## config.mk

```make
export PLATFORM = sky130hd
export DESIGN_NAME = cpuDecode
export DESIGN_NICKNAME = d
export VERILOG_FILES = /design/src/rtl/cpuPkg.sv /design/src/rtl/cpuDecode.sv
export SDC_FILE = /design/constraint.sdc
export NUM_CORES = 1
export LEC_CHECK = 0
export BUFFER_PORTS_ARGS = -buffer_cell sky130_fd_sc_hd__buf_2
export CORE_AREA = 2 2 166 168
export DETAILED_ROUTE_END_ITERATION = 16
export DIE_AREA = 0 0 168 170
export MAX_ROUTING_LAYER = met4
export PLACE_DENSITY = 0.88
export RECOVER_POWER = 25
export SYNTH_ARGS = -nofsm -noshare
export SYNTH_HDL_FRONTEND = slang
export SYNTH_SLANG_ARGS = --single-unit
```

## constraint.sdc

```tcl
create_clock -name clk -period 5.48 [get_ports clk]
set_clock_uncertainty 0.05 [all_clocks]
set_input_delay 1.096 -clock clk [delete_from_list [all_inputs] [get_ports clk]]
set_output_delay 1.096 -clock clk [all_outputs]
set_load 0.1 [all_outputs]
```

## src/rtl/cpuPkg.sv

```systemverilog
`default_nettype none

package cpuPkg;

   typedef logic [15:0] word_t;     // Data, instruction and PC word
   typedef logic [3:0]  regAddr_t;  // One of sixteen registers
   typedef logic [3:0]  opcode_t;   // Bits 15 to 12
   typedef logic [2:0]  cond_t;     // Branch condition, bits 11 to 9
   typedef logic [1:0]  fwdSel_t;   // Operand source in execute

   localparam opcode_t OP_ADD = 4'd0;
   localparam opcode_t OP_SUB = 4'd1;
   localparam opcode_t OP_AND = 4'd2;
   localparam opcode_t OP_XOR = 4'd3;
   localparam opcode_t OP_SLL = 4'd4;
   localparam opcode_t OP_SRL = 4'd5;   // Last flag-setting opcode
   localparam opcode_t OP_LDI = 4'd6;
   localparam opcode_t OP_LW  = 4'd7;
   localparam opcode_t OP_SW  = 4'd8;
   localparam opcode_t OP_B   = 4'd9;
   localparam opcode_t OP_HLT = 4'd15;

   localparam cond_t COND_NE     = 3'd0;  // Z clear
   localparam cond_t COND_EQ     = 3'd1;  // Z set
   localparam cond_t COND_LT     = 3'd2;  // N set
   localparam cond_t COND_ALWAYS = 3'd3;

   localparam fwdSel_t FWD_REG = 2'd0;  // Value carried in ID/EX
   localparam fwdSel_t FWD_MEM = 2'd1;  // EX/MEM ALU result
   localparam fwdSel_t FWD_WB  = 2'd2;  // Writeback data

   // Opcode 14 is unused, every other bit set
   localparam word_t NOP_INSTR = 16'hEFFF;

endpackage

`default_nettype wire
```

## src/rtl/cpuDecode.sv

```systemverilog
`timescale 1ns/1ns
`default_nettype none

module cpuDecode (
   input  logic             clk,
   input  logic             reset,
   input  cpuPkg::word_t    instrId,
   input  cpuPkg::word_t    pcId,
   input  logic             stall,
   input  logic             flush,
   input  logic             wbWrite,
   input  cpuPkg::regAddr_t wbAddr,
   input  cpuPkg::word_t    wbData,
   output logic             halting,
   output cpuPkg::regAddr_t srcA,
   output cpuPkg::regAddr_t srcB,
   output cpuPkg::regAddr_t srcStore,
   output logic             usesA,
   output logic             usesB,
   output logic             usesStore,
   output cpuPkg::opcode_t  exAluOp,
   output logic             exImmSel,
   output cpuPkg::word_t    exImm,
   output cpuPkg::word_t    exDataA,
   output cpuPkg::word_t    exDataB,     // rt value, or store data for SW
   output cpuPkg::regAddr_t exRd,
   output cpuPkg::regAddr_t exRs,
   output cpuPkg::regAddr_t exRt,
   output cpuPkg::regAddr_t exStoreReg,
   output logic             exMemRead,
   output logic             exMemWrite,
   output logic             exRegWrite,
   output logic             exIsBranch,
   output cpuPkg::cond_t    exCond,
   output cpuPkg::word_t    exTarget,
   output logic             exIsHalt
);

   cpuPkg::word_t    regs [16];
   cpuPkg::opcode_t  op;
   cpuPkg::regAddr_t rd;
   cpuPkg::regAddr_t rs;
   cpuPkg::regAddr_t rt;
   cpuPkg::regAddr_t readB;     // Second read port address
   cpuPkg::word_t    dataA;
   cpuPkg::word_t    dataB;
   cpuPkg::word_t    imm;
   logic             isAlu;
   logic             immSel;
   logic             memRead;
   logic             memWrite;
   logic             regWrite;

   assign op = instrId[15:12];
   assign rd = instrId[11:8];
   assign rs = instrId[7:4];
   assign rt = instrId[3:0];

   assign isAlu    = op <= cpuPkg::OP_SRL;    // ADD through SRL
   assign memRead  = op == cpuPkg::OP_LW;
   assign memWrite = op == cpuPkg::OP_SW;
   assign regWrite = isAlu || memRead || op == cpuPkg::OP_LDI;
   assign immSel   = op inside {cpuPkg::OP_SLL, cpuPkg::OP_SRL, cpuPkg::OP_LDI,
                                cpuPkg::OP_LW, cpuPkg::OP_SW};
   assign halting  = op == cpuPkg::OP_HLT && !flush;

   // Sources as seen by the hazard unit
   assign srcA      = rs;
   assign srcB      = rt;
   assign srcStore  = rd;                       // SW stores rd
   assign usesA     = isAlu || memRead || memWrite;
   assign usesB     = op <= cpuPkg::OP_XOR;     // Register-register forms only
   assign usesStore = memWrite;

   always_comb begin
      case (op)
         cpuPkg::OP_LDI:              imm = {{8{instrId[7]}}, instrId[7:0]};
         cpuPkg::OP_LW, cpuPkg::OP_SW: imm = {{12{instrId[3]}}, instrId[3:0]};
         default:                     imm = {12'd0, instrId[3:0]};   // Shift amount
      endcase
   end

   // Write-through so a same-cycle writeback is seen
   assign readB = memWrite ? rd : rt;
   assign dataA = (wbWrite && wbAddr == rs) ? wbData : regs[rs];
   assign dataB = (wbWrite && wbAddr == readB) ? wbData : regs[readB];

   always_ff @(posedge clk) begin
      if (reset) begin
         for (int i = 0; i < 16; i++)
            regs[i] <= '0;
      end else if (wbWrite) begin
         regs[wbAddr] <= wbData;
      end
   end

   // ID/EX controls, bubble on stall or flush
   always_ff @(posedge clk) begin
      if (reset || stall || flush) begin
         exMemRead  <= 1'b0;
         exMemWrite <= 1'b0;
         exRegWrite <= 1'b0;
         exIsBranch <= 1'b0;
         exIsHalt   <= 1'b0;
      end else begin
         exMemRead  <= memRead;
         exMemWrite <= memWrite;
         exRegWrite <= regWrite;
         exIsBranch <= op == cpuPkg::OP_B;
         exIsHalt   <= op == cpuPkg::OP_HLT;
      end
   end

   // ID/EX payload
   always_ff @(posedge clk) begin
      exAluOp    <= op;
      exImmSel   <= immSel;
      exImm      <= imm;
      exDataA    <= dataA;
      exDataB    <= dataB;
      exRd       <= rd;
      exRs       <= rs;
      exRt       <= rt;
      exStoreReg <= rd;
      exCond     <= instrId[11:9];
      exTarget   <= pcId + 16'd1 + {{7{instrId[8]}}, instrId[8:0]};  // Signed word offset
   end

endmodule

`default_nettype wire

```

==> results.md, run 1 <==
* Outcome: finished, violations left
* Failing checks: max-capacitance violations, max-slew violations
* CTS Hold Bufs at 0
* Place WS at 1200 ps
* MaxCap Viol Count at 2
* Share of flip-flops with an asynchronous set or reset at 0
* DP HPWL at approximately 28 mm
* Power Dens Cells at 368 mW/mm²
* CP Max Fanout at 22
* First-pass GRT wire length at 67.6 mm
* Drt total wl at 45.6 mm
* Delay-heaviest family, CP: buffers and inverters
* Xor-xnor portion of the synthesized cell area at 0.00775
* Most frequent cells in the layout: 256 x edfxtp_1, 182 x and2_1, 148 x buf_2
* Area fraction in compound gates after synthesis at 0.0646
* Grt ovf at 0
* Clock latency on the worst-skew pair at 520 ps
* CP startpoint kind: input port
* #FFs+latches synth at 330
* R2R depth at 3
* WP data required at 4330 ps
* Placer Congestion at 0.899
* Residual DRC at 0
* Share of power burned in registers at 0.427
* Clock Sinks at 330
* H-tree depth at 2
* Setup ws final at 1190 ps
* CP Buf/Inv Count at 2
* Unrepaired setup endpoints after global routing: no
* Adder-cell share of the synthesized area at 0.0122
* Arr. time, crit path at ~3200 ps
* Vias in the first global route at approximately 12,000
* FP Rows at 60
* Period utilization at 0.783
* Port-buffer cells at 165
* Simple-gate area share of the yosys netlist at 0.131
* Mapped Nets at 1,304
* Number of flops mapped to enable cells by yosys at 256
* Worst vdd ir at 233 µV
* IO Pins at between 150 and 200
* Largest family of logic cells by synthesized area: multiplexers
* Largest net degree at the start of global routing at a little under 100
* GR Util All Layers at 0.328
* Synth unique cells at 59
* CTS root buf: clkbuf_16
* Avg Inst Size Synth at 13.8 µm²
* Synth top area share at 0.453
* Clock share of power at 0.359
* Post-Syn Area at 0.0170 mm²
* Post-CTS sizing at 0
* Placed Area at 0.0178 mm²
* Worst Hold End: exIsHalt
* Syn Inst Count at 1,231
* Total CTS buffers at 34
* Max-slew headroom at -0.325
* Slowest CP cell: clkbuf_1
* R2R Setup Slk at 3560 ps
* Critical path origin: instrId[7]
* Setup_tns at 0 ps
* Routed vias/inst at 6.77
* Worst stage delay on the critical path at 1390 ps
* Worst-Margin Slew at slightly below 2000 ps
* Die area at ~0.029 mm²
* Internal power at 4.82 mW
* Worst hold path cell count at 2
* Hold Vio Cnt, Final at 0
* Routed Antenna Nets at 0
* Reg2reg start: regs[15][4]
* DR vias at 11,590
* Initial antenna violation count at 4
* Total power at 6.97 mW
* Final Cell Area at around 0.019 mm²
* CP Capture Type: primary output
* Dpl cells at about 1,600
* CP cell instances: clkbuf_1 > buf_2
* Min Tclk post-route at 4290 ps
* Startpoint of the worst hold path: stall
* Comb pwr share at 0.214
* Endpoints failing setup at 0
* Synth top area cells: edfxtp_1 45%, mux4_2 11%, and2_1 9.6%, dfxtp_1 8.7%, mux2_2 5.4%
* Crit path kind: input port to primary output
* Final Non-Filler Cells at 1,712
* CTS tree: done
* Area of the core at 0.0267 mm²
* Cell taking the most area after synthesis: edfxtp_1
* Clk slew on worst S/H paths at 60 ps
* Register area share after synthesis at 0.541
* DR iter-0 viols at 1,763
* Number of cells on the critical path at 2
* Hold WC Path Type: input port to register
* Fmax at 233 MHz
* Fraction of layout cells with a size suffix above 1 at 0.305
* Area Growth Syn to Fin at 11.8%
* Psw at 2.15 mW
* Switch share at 0.308
* Post-CTS Setup Repair Bufs at 0
* Syn. warnings at 0
* Drt wl/cell at 26.7 µm
* Reg2Reg Capture Point: exDataA[4]
* Initial core utilization at 0.636
* Static leakage at slightly above 7 nW
* Initial DRT Pass Iterations at 5
* Most common cell after layout, fill and taps aside: edfxtp_1
* Final Max Tran Viols at 45
* Top FF cell, synth: edfxtp_1
* Mux cell area share after synthesis at 0.201
* Die W at 168 µm
* NumNets Final at 1,415
* Die height at 170 µm
* Clock Path Buffers at 3
power groups by stage:
stage	Combinational (mW)	Clock, mW	Sequential, mW
global placement	1.45	0	3.01
detailed placement	1.47	0	3.02
finish	1.49	2.51	2.98
global route	1.53	2.62	2.99
floorplan	0.637	0	3.54
CTS	1.48	2.51	2.97
state kept, by name (all words and copies together), names as in the netlist:
register    flops
regs          256
exDataA        16
exDataB        16
exTarget       16
exImm           5
exAluOp         4
exRs            4
exCond          3
exRt            3
exImmSel        1
exIsBranch      1
exIsHalt        1
exMemRead       1
exMemWrite      1
exRegWrite      1
exStoreReg      1
kinds of logic (layout without fill, tap and decap cells):
kind of cell               Yosys count  count (layout)
and+or+nand+nor                    375             375
DFF                                330             330
muxes                              230             230
buffers and inverters              133             269
AOI/OAI and AO/OA                  132             132
adders and majority gates           16              16
xor gates and xnor gates            15              15
other                                0               4
area by class of cell:
class	count	area [µm²]
antenna	4	10.0
clock buffer	50	1040
clock inverter	11	179
fill	1678	7690
inverter	13	48.8
multi-input combinational	768	7090
sequential	330	9170
tap	341	427
timing repair buffer	195	1000
how the worst max path moves through the flow:
stage                        to  slack, ps
finish                  srcA[3]       1190
global route            srcA[3]       1090
CTS                 exDataB[15]       1570
detailed placement  exDataB[15]       1200
global placement     exDataB[2]       1340
floorplan               halting       1070
synth_stat cells, drive strengths merged, types with 3 or more instances:
cell type and instances:
buf 68, nor3 9, nand3 3, o21bai 3, and2 259, a221o 32
o22ai 33, a21oi 9, xnor2 6, nor2 43, or2 17, mux2 82
ha 15, clkbuf 52, edfxtp 256, nor4b 3, a221oi 18, inv 13
or3 3, mux2i 68, o211ai 3, mux4 80, xor2 9, o21a 3
nand2b 5, a21o 4, nand2 20, o21ai 11, dfxtp 74
layer usage:
metal	share of wire	GRT usage
met3	0.11	0.0684
met5	0	-
met4	0.047	0.153
met2	0.49	0.540
met1	0.35	0.391
stage by stage:
stage | util | hold slack [ps]
floorplan | - | 678
global placement | 0.668 | 714
CTS | 0.714 | 682
finish | 0.711 | 708
detailed placement | 0.668 | 733
global route | 0.711 | 704
Note: power is estimated with default switching activity, not from simulation.
==> run 2, diff against run 1 <==
--- a/config.mk
+++ b/config.mk
@@ -6,11 +6,11 @@
 export NUM_CORES = 1
 export LEC_CHECK = 0
 export BUFFER_PORTS_ARGS = -buffer_cell sky130_fd_sc_hd__buf_2
-export CORE_AREA = 2 2 166 168
+export CORE_AREA = 2 2 181 183
 export DETAILED_ROUTE_END_ITERATION = 16
-export DIE_AREA = 0 0 168 170
+export DIE_AREA = 0 0 183 185
 export MAX_ROUTING_LAYER = met4
-export PLACE_DENSITY = 0.88
+export PLACE_DENSITY = 0.79
 export RECOVER_POWER = 25
 export SYNTH_ARGS = -nofsm -noshare
 export SYNTH_HDL_FRONTEND = slang
==> constraint.sdc (replaced) <==
create_clock -name clk -period 3.65 [get_ports clk]
set_clock_uncertainty 0.05 [all_clocks]
set_input_delay 0.73 -clock clk [delete_from_list [all_inputs] [get_ports clk]]
set_output_delay 0.73 -clock clk [all_outputs]
set_load 0.1 [all_outputs]
==> run 2 against run 1 <==
Effect of this change:
- the flow now finishes without violations
- register-to-register slack lost 1800 ps
- sequential share of layout area shrank 0.59 points
- non-clock buffer count grew 11
- clock power increased by 46%
- core utilization down 11 points
- critical path depth up 6
- worst hold slack worse by 370 ps
- design area rose by 1.2%
- combinational power rose by 52%
- critical endpoint is now exDataB[15]
- largest power group unchanged
==> results.md, run 2 (synthesized netlist as in run 1, its figures left out) <==
* FP Rows at 66
* Port-buffer cells at 165
* GR Util All Layers at 0.289
* CTS tree: done
* Unrepaired setup endpoints after global routing: no
* Setup_tns at 0 ps
* Fraction of layout cells with a size suffix above 1 at 0.311
* Final Cell Area at 0.0192 mm²
* Fmax at 333 MHz
* Setup ws final at 645 ps
* Slowest CP cell: a221oi_1
* Worst hold slack at 337 ps
* Dpl cells at 1,725
* DP HPWL at 30.9 mm
* Post-CTS Setup Repair Bufs at 0
* Area Growth Syn to Fin at 13.2%
* Final Max Tran Viols at 0
* DR WL met2 at 23.1 mm
* Initial DRT Pass Iterations at 5
* Min Tclk post-route at 3000 ps
* Largest net degree at the start of global routing at 41
* Die W at 183 µm
* Drt total wl at 47.7 mm
* CTS root buf: clkbuf_16
* WP data required at 3960 ps
* Most common cell after layout, fill and taps aside: edfxtp_1
* Post-CTS sizing at 0
* Endpoints failing setup at 0
* CP Capture Type: register
* Reg with most FFs: regs
* Placed Area at between 0.015 and 0.02 mm²
* Max FFs per register at 256
* Most frequent cells in the layout: 256 x edfxtp_1, 186 x and2_1, 150 x buf_2
* Clock Path Buffers at 3
* DR vias at 11,531
* Crit path kind: input port to register
* Vias in the first global route at roughly 11,000
* Routed vias/inst at around 6.4
* Total power at roughly 10 mW
* CP cell instances: clkbuf_1 > nor4b_4 > buf_4 > mux2i_1 > nor2_2 > buf_4 > a221o_1 > a221oi_1
* Final Non-Filler Cells at roughly 1,800
* Total CTS buffers at 35
* Clk slew on worst S/H paths at ~60 ps
* Wire length on met3 at 4.55 mm
* Arr. time, crit path at 3320 ps
* Worst stage delay on the critical path at roughly 460 ps
* Initial core utilization at 0.529
* Place WS at 315 ps
* Max-slew headroom at 0.226
* NumNets Final at 1,427
* MaxCap Viol Count at 0
* Drt wl/cell at 26.7 µm
* Worst vdd ir at 307 µV
* WL met1 at 18.3 mm
* Routed Antenna Nets at 0
* Hold WC Path Type: input port to register
* Die height at 185 µm
* Clock latency on the worst-skew pair at ~520 ps
* Outcome: complete, no violations
* CP startpoint kind: input port
* Placer Congestion at 0.884
* Period utilization at 0.823
* H-tree depth at 2
* Power Dens Cells at ~540 mW/mm²
* Worst-Margin Slew at 1160 ps
* CTS Hold Bufs at 0
* Hold Vio Cnt, Final at 0
* First-pass GRT wire length at 70.6 mm
* Area of the core at 0.0320 mm²
* CP Max Fanout at 13
* Post-layout util at 0.599
* Residual DRC at 0
* R2R Setup Slk at between 1500 and 2000 ps
* Most frequent CP cell: buf_4
* Die area at 0.0339 mm²
* Grt ovf at 0
* Static leakage at 7.20 nW
* Highest Signal Layer: met4
* Initial antenna violation count at 1
* IO Pins at 166
* Clock Sinks at 330
* DR iter-0 viols at 1,489
## run 2: cell types whose count changed in the layout (fill, tap and decap cells not counted), sizes merged
| cell | before | now |
|---|---|---|
| inv | 13 | 14 |
| bufinv | 5 | 4 |
| clkinvlp | 0 | 2 |
| clkinv | 6 | 9 |
| diode | 4 | 1 |
| buf | 167 | 180 |
| clkbuf | 78 | 73 |
## run 2: final cells by class
| class | instances | area, µm² |
|---|---|---|
| fillers | 2373 | 12800 |
| flip-flops and latches | 330 | 9170 |
| multi-input cells | 768 | 7090 |
| repair buffers | 206 | 1200 |
| clock buffers | 47 | 966 |
| well taps | 408 | 510 |
| clock inverters | 16 | 206 |
| inverters | 13 | 48.8 |
| diodes | 1 | 2.50 |
## run 2: per-layer routing
metal	global-route usage	up-vias
met1	0.377	5732
met5	-	-
li1	-	4862
met2	0.467	796
met3	0.0450	141
met4	0.0989	0
## run 2: worst max-delay path, delay by kind of cell
kind | cells | cell delay, ps
mux | 1 | 420
buf+inv | 3 | 790
compound gates | 2 | 800
simple gates | 2 | 560
## run 2: where the power goes
part / leakage, nW / internal (mW) / total (mW) / switching [mW]
combinational: 3.57 / 0.605 / 2.27 / 1.66
sequential: 3.06 / 4.33 / 4.47 / 0.142
clock: 0.565 / 2.16 / 3.66 / 1.50
## run 2: final timing paths
path	start	depth (start not counted)	to
setup / recovery	instrId[15]	8	exDataB[15]
hold / removal	stall	2	exIsHalt
setup reg to reg	regs[13][12]	3	exDataA[12]
hold reg to reg	regs[14][3]	3	exDataB[3]
==> run 3, diff against run 2 <==
--- a/config.mk
+++ b/config.mk
@@ -6,11 +6,11 @@
 export NUM_CORES = 1
 export LEC_CHECK = 0
 export BUFFER_PORTS_ARGS = -buffer_cell sky130_fd_sc_hd__buf_2
-export CORE_AREA = 2 2 181 183
+export CORE_AREA = 2 2 172 174
 export DETAILED_ROUTE_END_ITERATION = 16
-export DIE_AREA = 0 0 183 185
+export DIE_AREA = 0 0 174 176
 export MAX_ROUTING_LAYER = met4
-export PLACE_DENSITY = 0.79
+export PLACE_DENSITY = 0.83
 export RECOVER_POWER = 25
 export SYNTH_ARGS = -nofsm -noshare
 export SYNTH_HDL_FRONTEND = slang
==> constraint.sdc (replaced) <==
create_clock -name clk -period 2.9 [get_ports clk]
set_clock_uncertainty 0.05 [all_clocks]
set_input_delay 0.58 -clock clk [delete_from_list [all_inputs] [get_ports clk]]
set_output_delay 0.58 -clock clk [all_outputs]
set_load 0.1 [all_outputs]
==> run 3 against run 2 <==
Effect of this change:
- clock power rose by 22%
- highest routed layer unchanged
- global-route usage rose by 1.6 points
- largest cell class unchanged
- first-iteration DRC count fell by 9.3%
- critical endpoint is now regs[8][3]
==> results.md, run 3 (synthesized netlist as in run 1, its figures left out) <==
* Clock Path Buffers at 3
* Slowest CP cell: clkbuf_1
* Initial DRT Pass Iterations at 7
* CTS root buf: clkbuf_16
* Post-CTS Setup Repair Bufs at 0
* Clock Sinks at 330
* Hold WC Path Type: input port to register
* Hold Vio Cnt, Final at 0
* Largest net degree at the start of global routing at 33
* Min Tclk post-route at ~2600 ps
* Die area at just over 0.03 mm²
* FP Rows at just over 60
* DP HPWL at 31.2 mm
* CTS Hold Bufs at 0
* H-tree depth at 2
* Routed vias/inst at 6.49
* Outcome: complete, no violations
* Final Max Tran Viols at 0
* Most frequent CP cell: clkbuf_1
* Reg2reg start: regs[5][0]
* Max FFs per register at 256
* Startpoint of the worst hold path: stall
* Most common cell after layout, fill and taps aside: edfxtp_1
* Drt wl/cell at 25.6 µm
* Worst hold path cell count at 2
* Period utilization at 0.898
* R2R Setup Slk at 980 ps
* Fraction of layout cells with a size suffix above 1 at 0.328
* Crit path kind: input port to register
* Total power at ~13 mW
* Arr. time, crit path at 2930 ps
* Drt total wl at 45.9 mm
* Die height at 176 µm
* Worst stage delay on the critical path at roughly 770 ps
* CP startpoint kind: input port
* Unrepaired setup endpoints after global routing: no
* Endpoints failing setup at 0
* Clk slew on worst S/H paths at about 60 ps
* Initial core utilization at 0.594
* NumNets Final at 1,455
* Residual DRC at 0
* Worst Hold End: exIsHalt
* Die W at 174 µm
* Vias in the first global route at 11,565
* Grt ovf at 0
* WP data required at roughly 3200 ps
* DR vias at about 12,000
* DR iter-0 viols at around 1,400
* Reg2Reg Capture Point: exDataA[0]
* Worst-Margin Slew at roughly 1100 ps
* Post-layout util at 0.682
* CP Capture Type: register
* GR Util All Layers at 0.305
* IO Pins at 166
* R2R depth at 3
* Routed Antenna Nets at 0
* Initial antenna violation count at 4
* Area of the core at 0.0285 mm²
* CP Buf/Inv Count at 2
* Delay-heaviest family, CP: buffers and inverters
* Power Dens Cells at 667 mW/mm²
* Placer Congestion at 0.970
* Max-slew headroom at 0.297
* Fmax at about 380 MHz
* CP Max Fanout at 20
* Most frequent cells in the layout: 256 x edfxtp_1, 196 x and2_1, 151 x buf_2
* MaxCap Viol Count at 0
* Clock latency on the worst-skew pair at roughly 520 ps
* Reg with most FFs: regs
* Area Growth Syn to Fin at 14.7%
* Total CTS buffers at 35
* CP cell instances: clkbuf_1 > nand2b_1 > nor2_1 > nand2_1 > nor3_1 > clkbuf_1 > and2_1
* Static leakage at 7.37 nW
* Post-CTS sizing at 0
* Port-buffer cells at 165
* CTS tree: done
* Worst vdd ir at 337 µV
* First-pass GRT wire length at 68.9 mm
## run 3: cell types whose count changed in the layout (fill, tap and decap cells not counted), moves of 2 or more
cell / change
diode_2: +2
clkinv_1: -4
and2_0: -10
buf_12: +10
clkinv_2: +6
and2_1: +10
inv_6: +4
buf_4: +15
clkinv_8: -2
bufinv_16: -2
## run 3: worst max path at each step
stage,from,to,slack [ps],cells past startpoint
finish,reset,regs[8][3],300,7
global route,instrId[15],exDataB[9],240,10
CTS,instrId[13],exDataB[9],480,10
detailed placement,instrId[13],exDataB[11],-30,10
global placement,instrId[13],exDataB[11],30,10
floorplan,instrId[13],exDataB[10],50,9
## run 3: per-stage QoR
step | cells | instance area [µm²] | TNS, ps | setup slack, ps | hold WS (ps)
after floorplan | 1231 | 17000 | 0 | 51.9 | 558
after global placement | 1729 | 18400 | 0 | 27.5 | 689
after detailed placement | 1729 | 18400 | -59.6 | -34.0 | 686
after CTS | 1793 | 19500 | 0 | 482 | 153
after global routing | 1796 | 19500 | 0 | 238 | 188
final | 1796 | 19500 | 0 | 297 | 194
## run 3: power breakdown
group	switching [mW]	internal (mW)
Clock	1.88	2.56
Combinational	2.08	0.807
Sequential	0.186	5.45
## run 3: area by class of cell
| type | instances | area [µm²] |
|---|---|---|
| Clock buffer | 44 | 961 |
| Inverter | 13 | 48.8 |
| Clock inverter | 20 | 180 |
| Antenna cell | 3 | 7.51 |
| Fill cell | 1944 | 9090 |
| Timing Repair Buffer | 234 | 1520 |
| Multi-Input combinational cell | 768 | 7090 |
| Tap cell | 384 | 480 |
| Sequential cell | 330 | 9170 |
## run 3: layer usage
layer / GRT usage / vias to the layer above / part of all wire
li1: - / 4935 / -
met1: 0.393 / 5754 / 0.37
met2: 0.489 / 833 / 0.48
met3: 0.0635 / 129 / 0.12
met4: 0.103 / 0 / 0.032
met5: - / - / 0
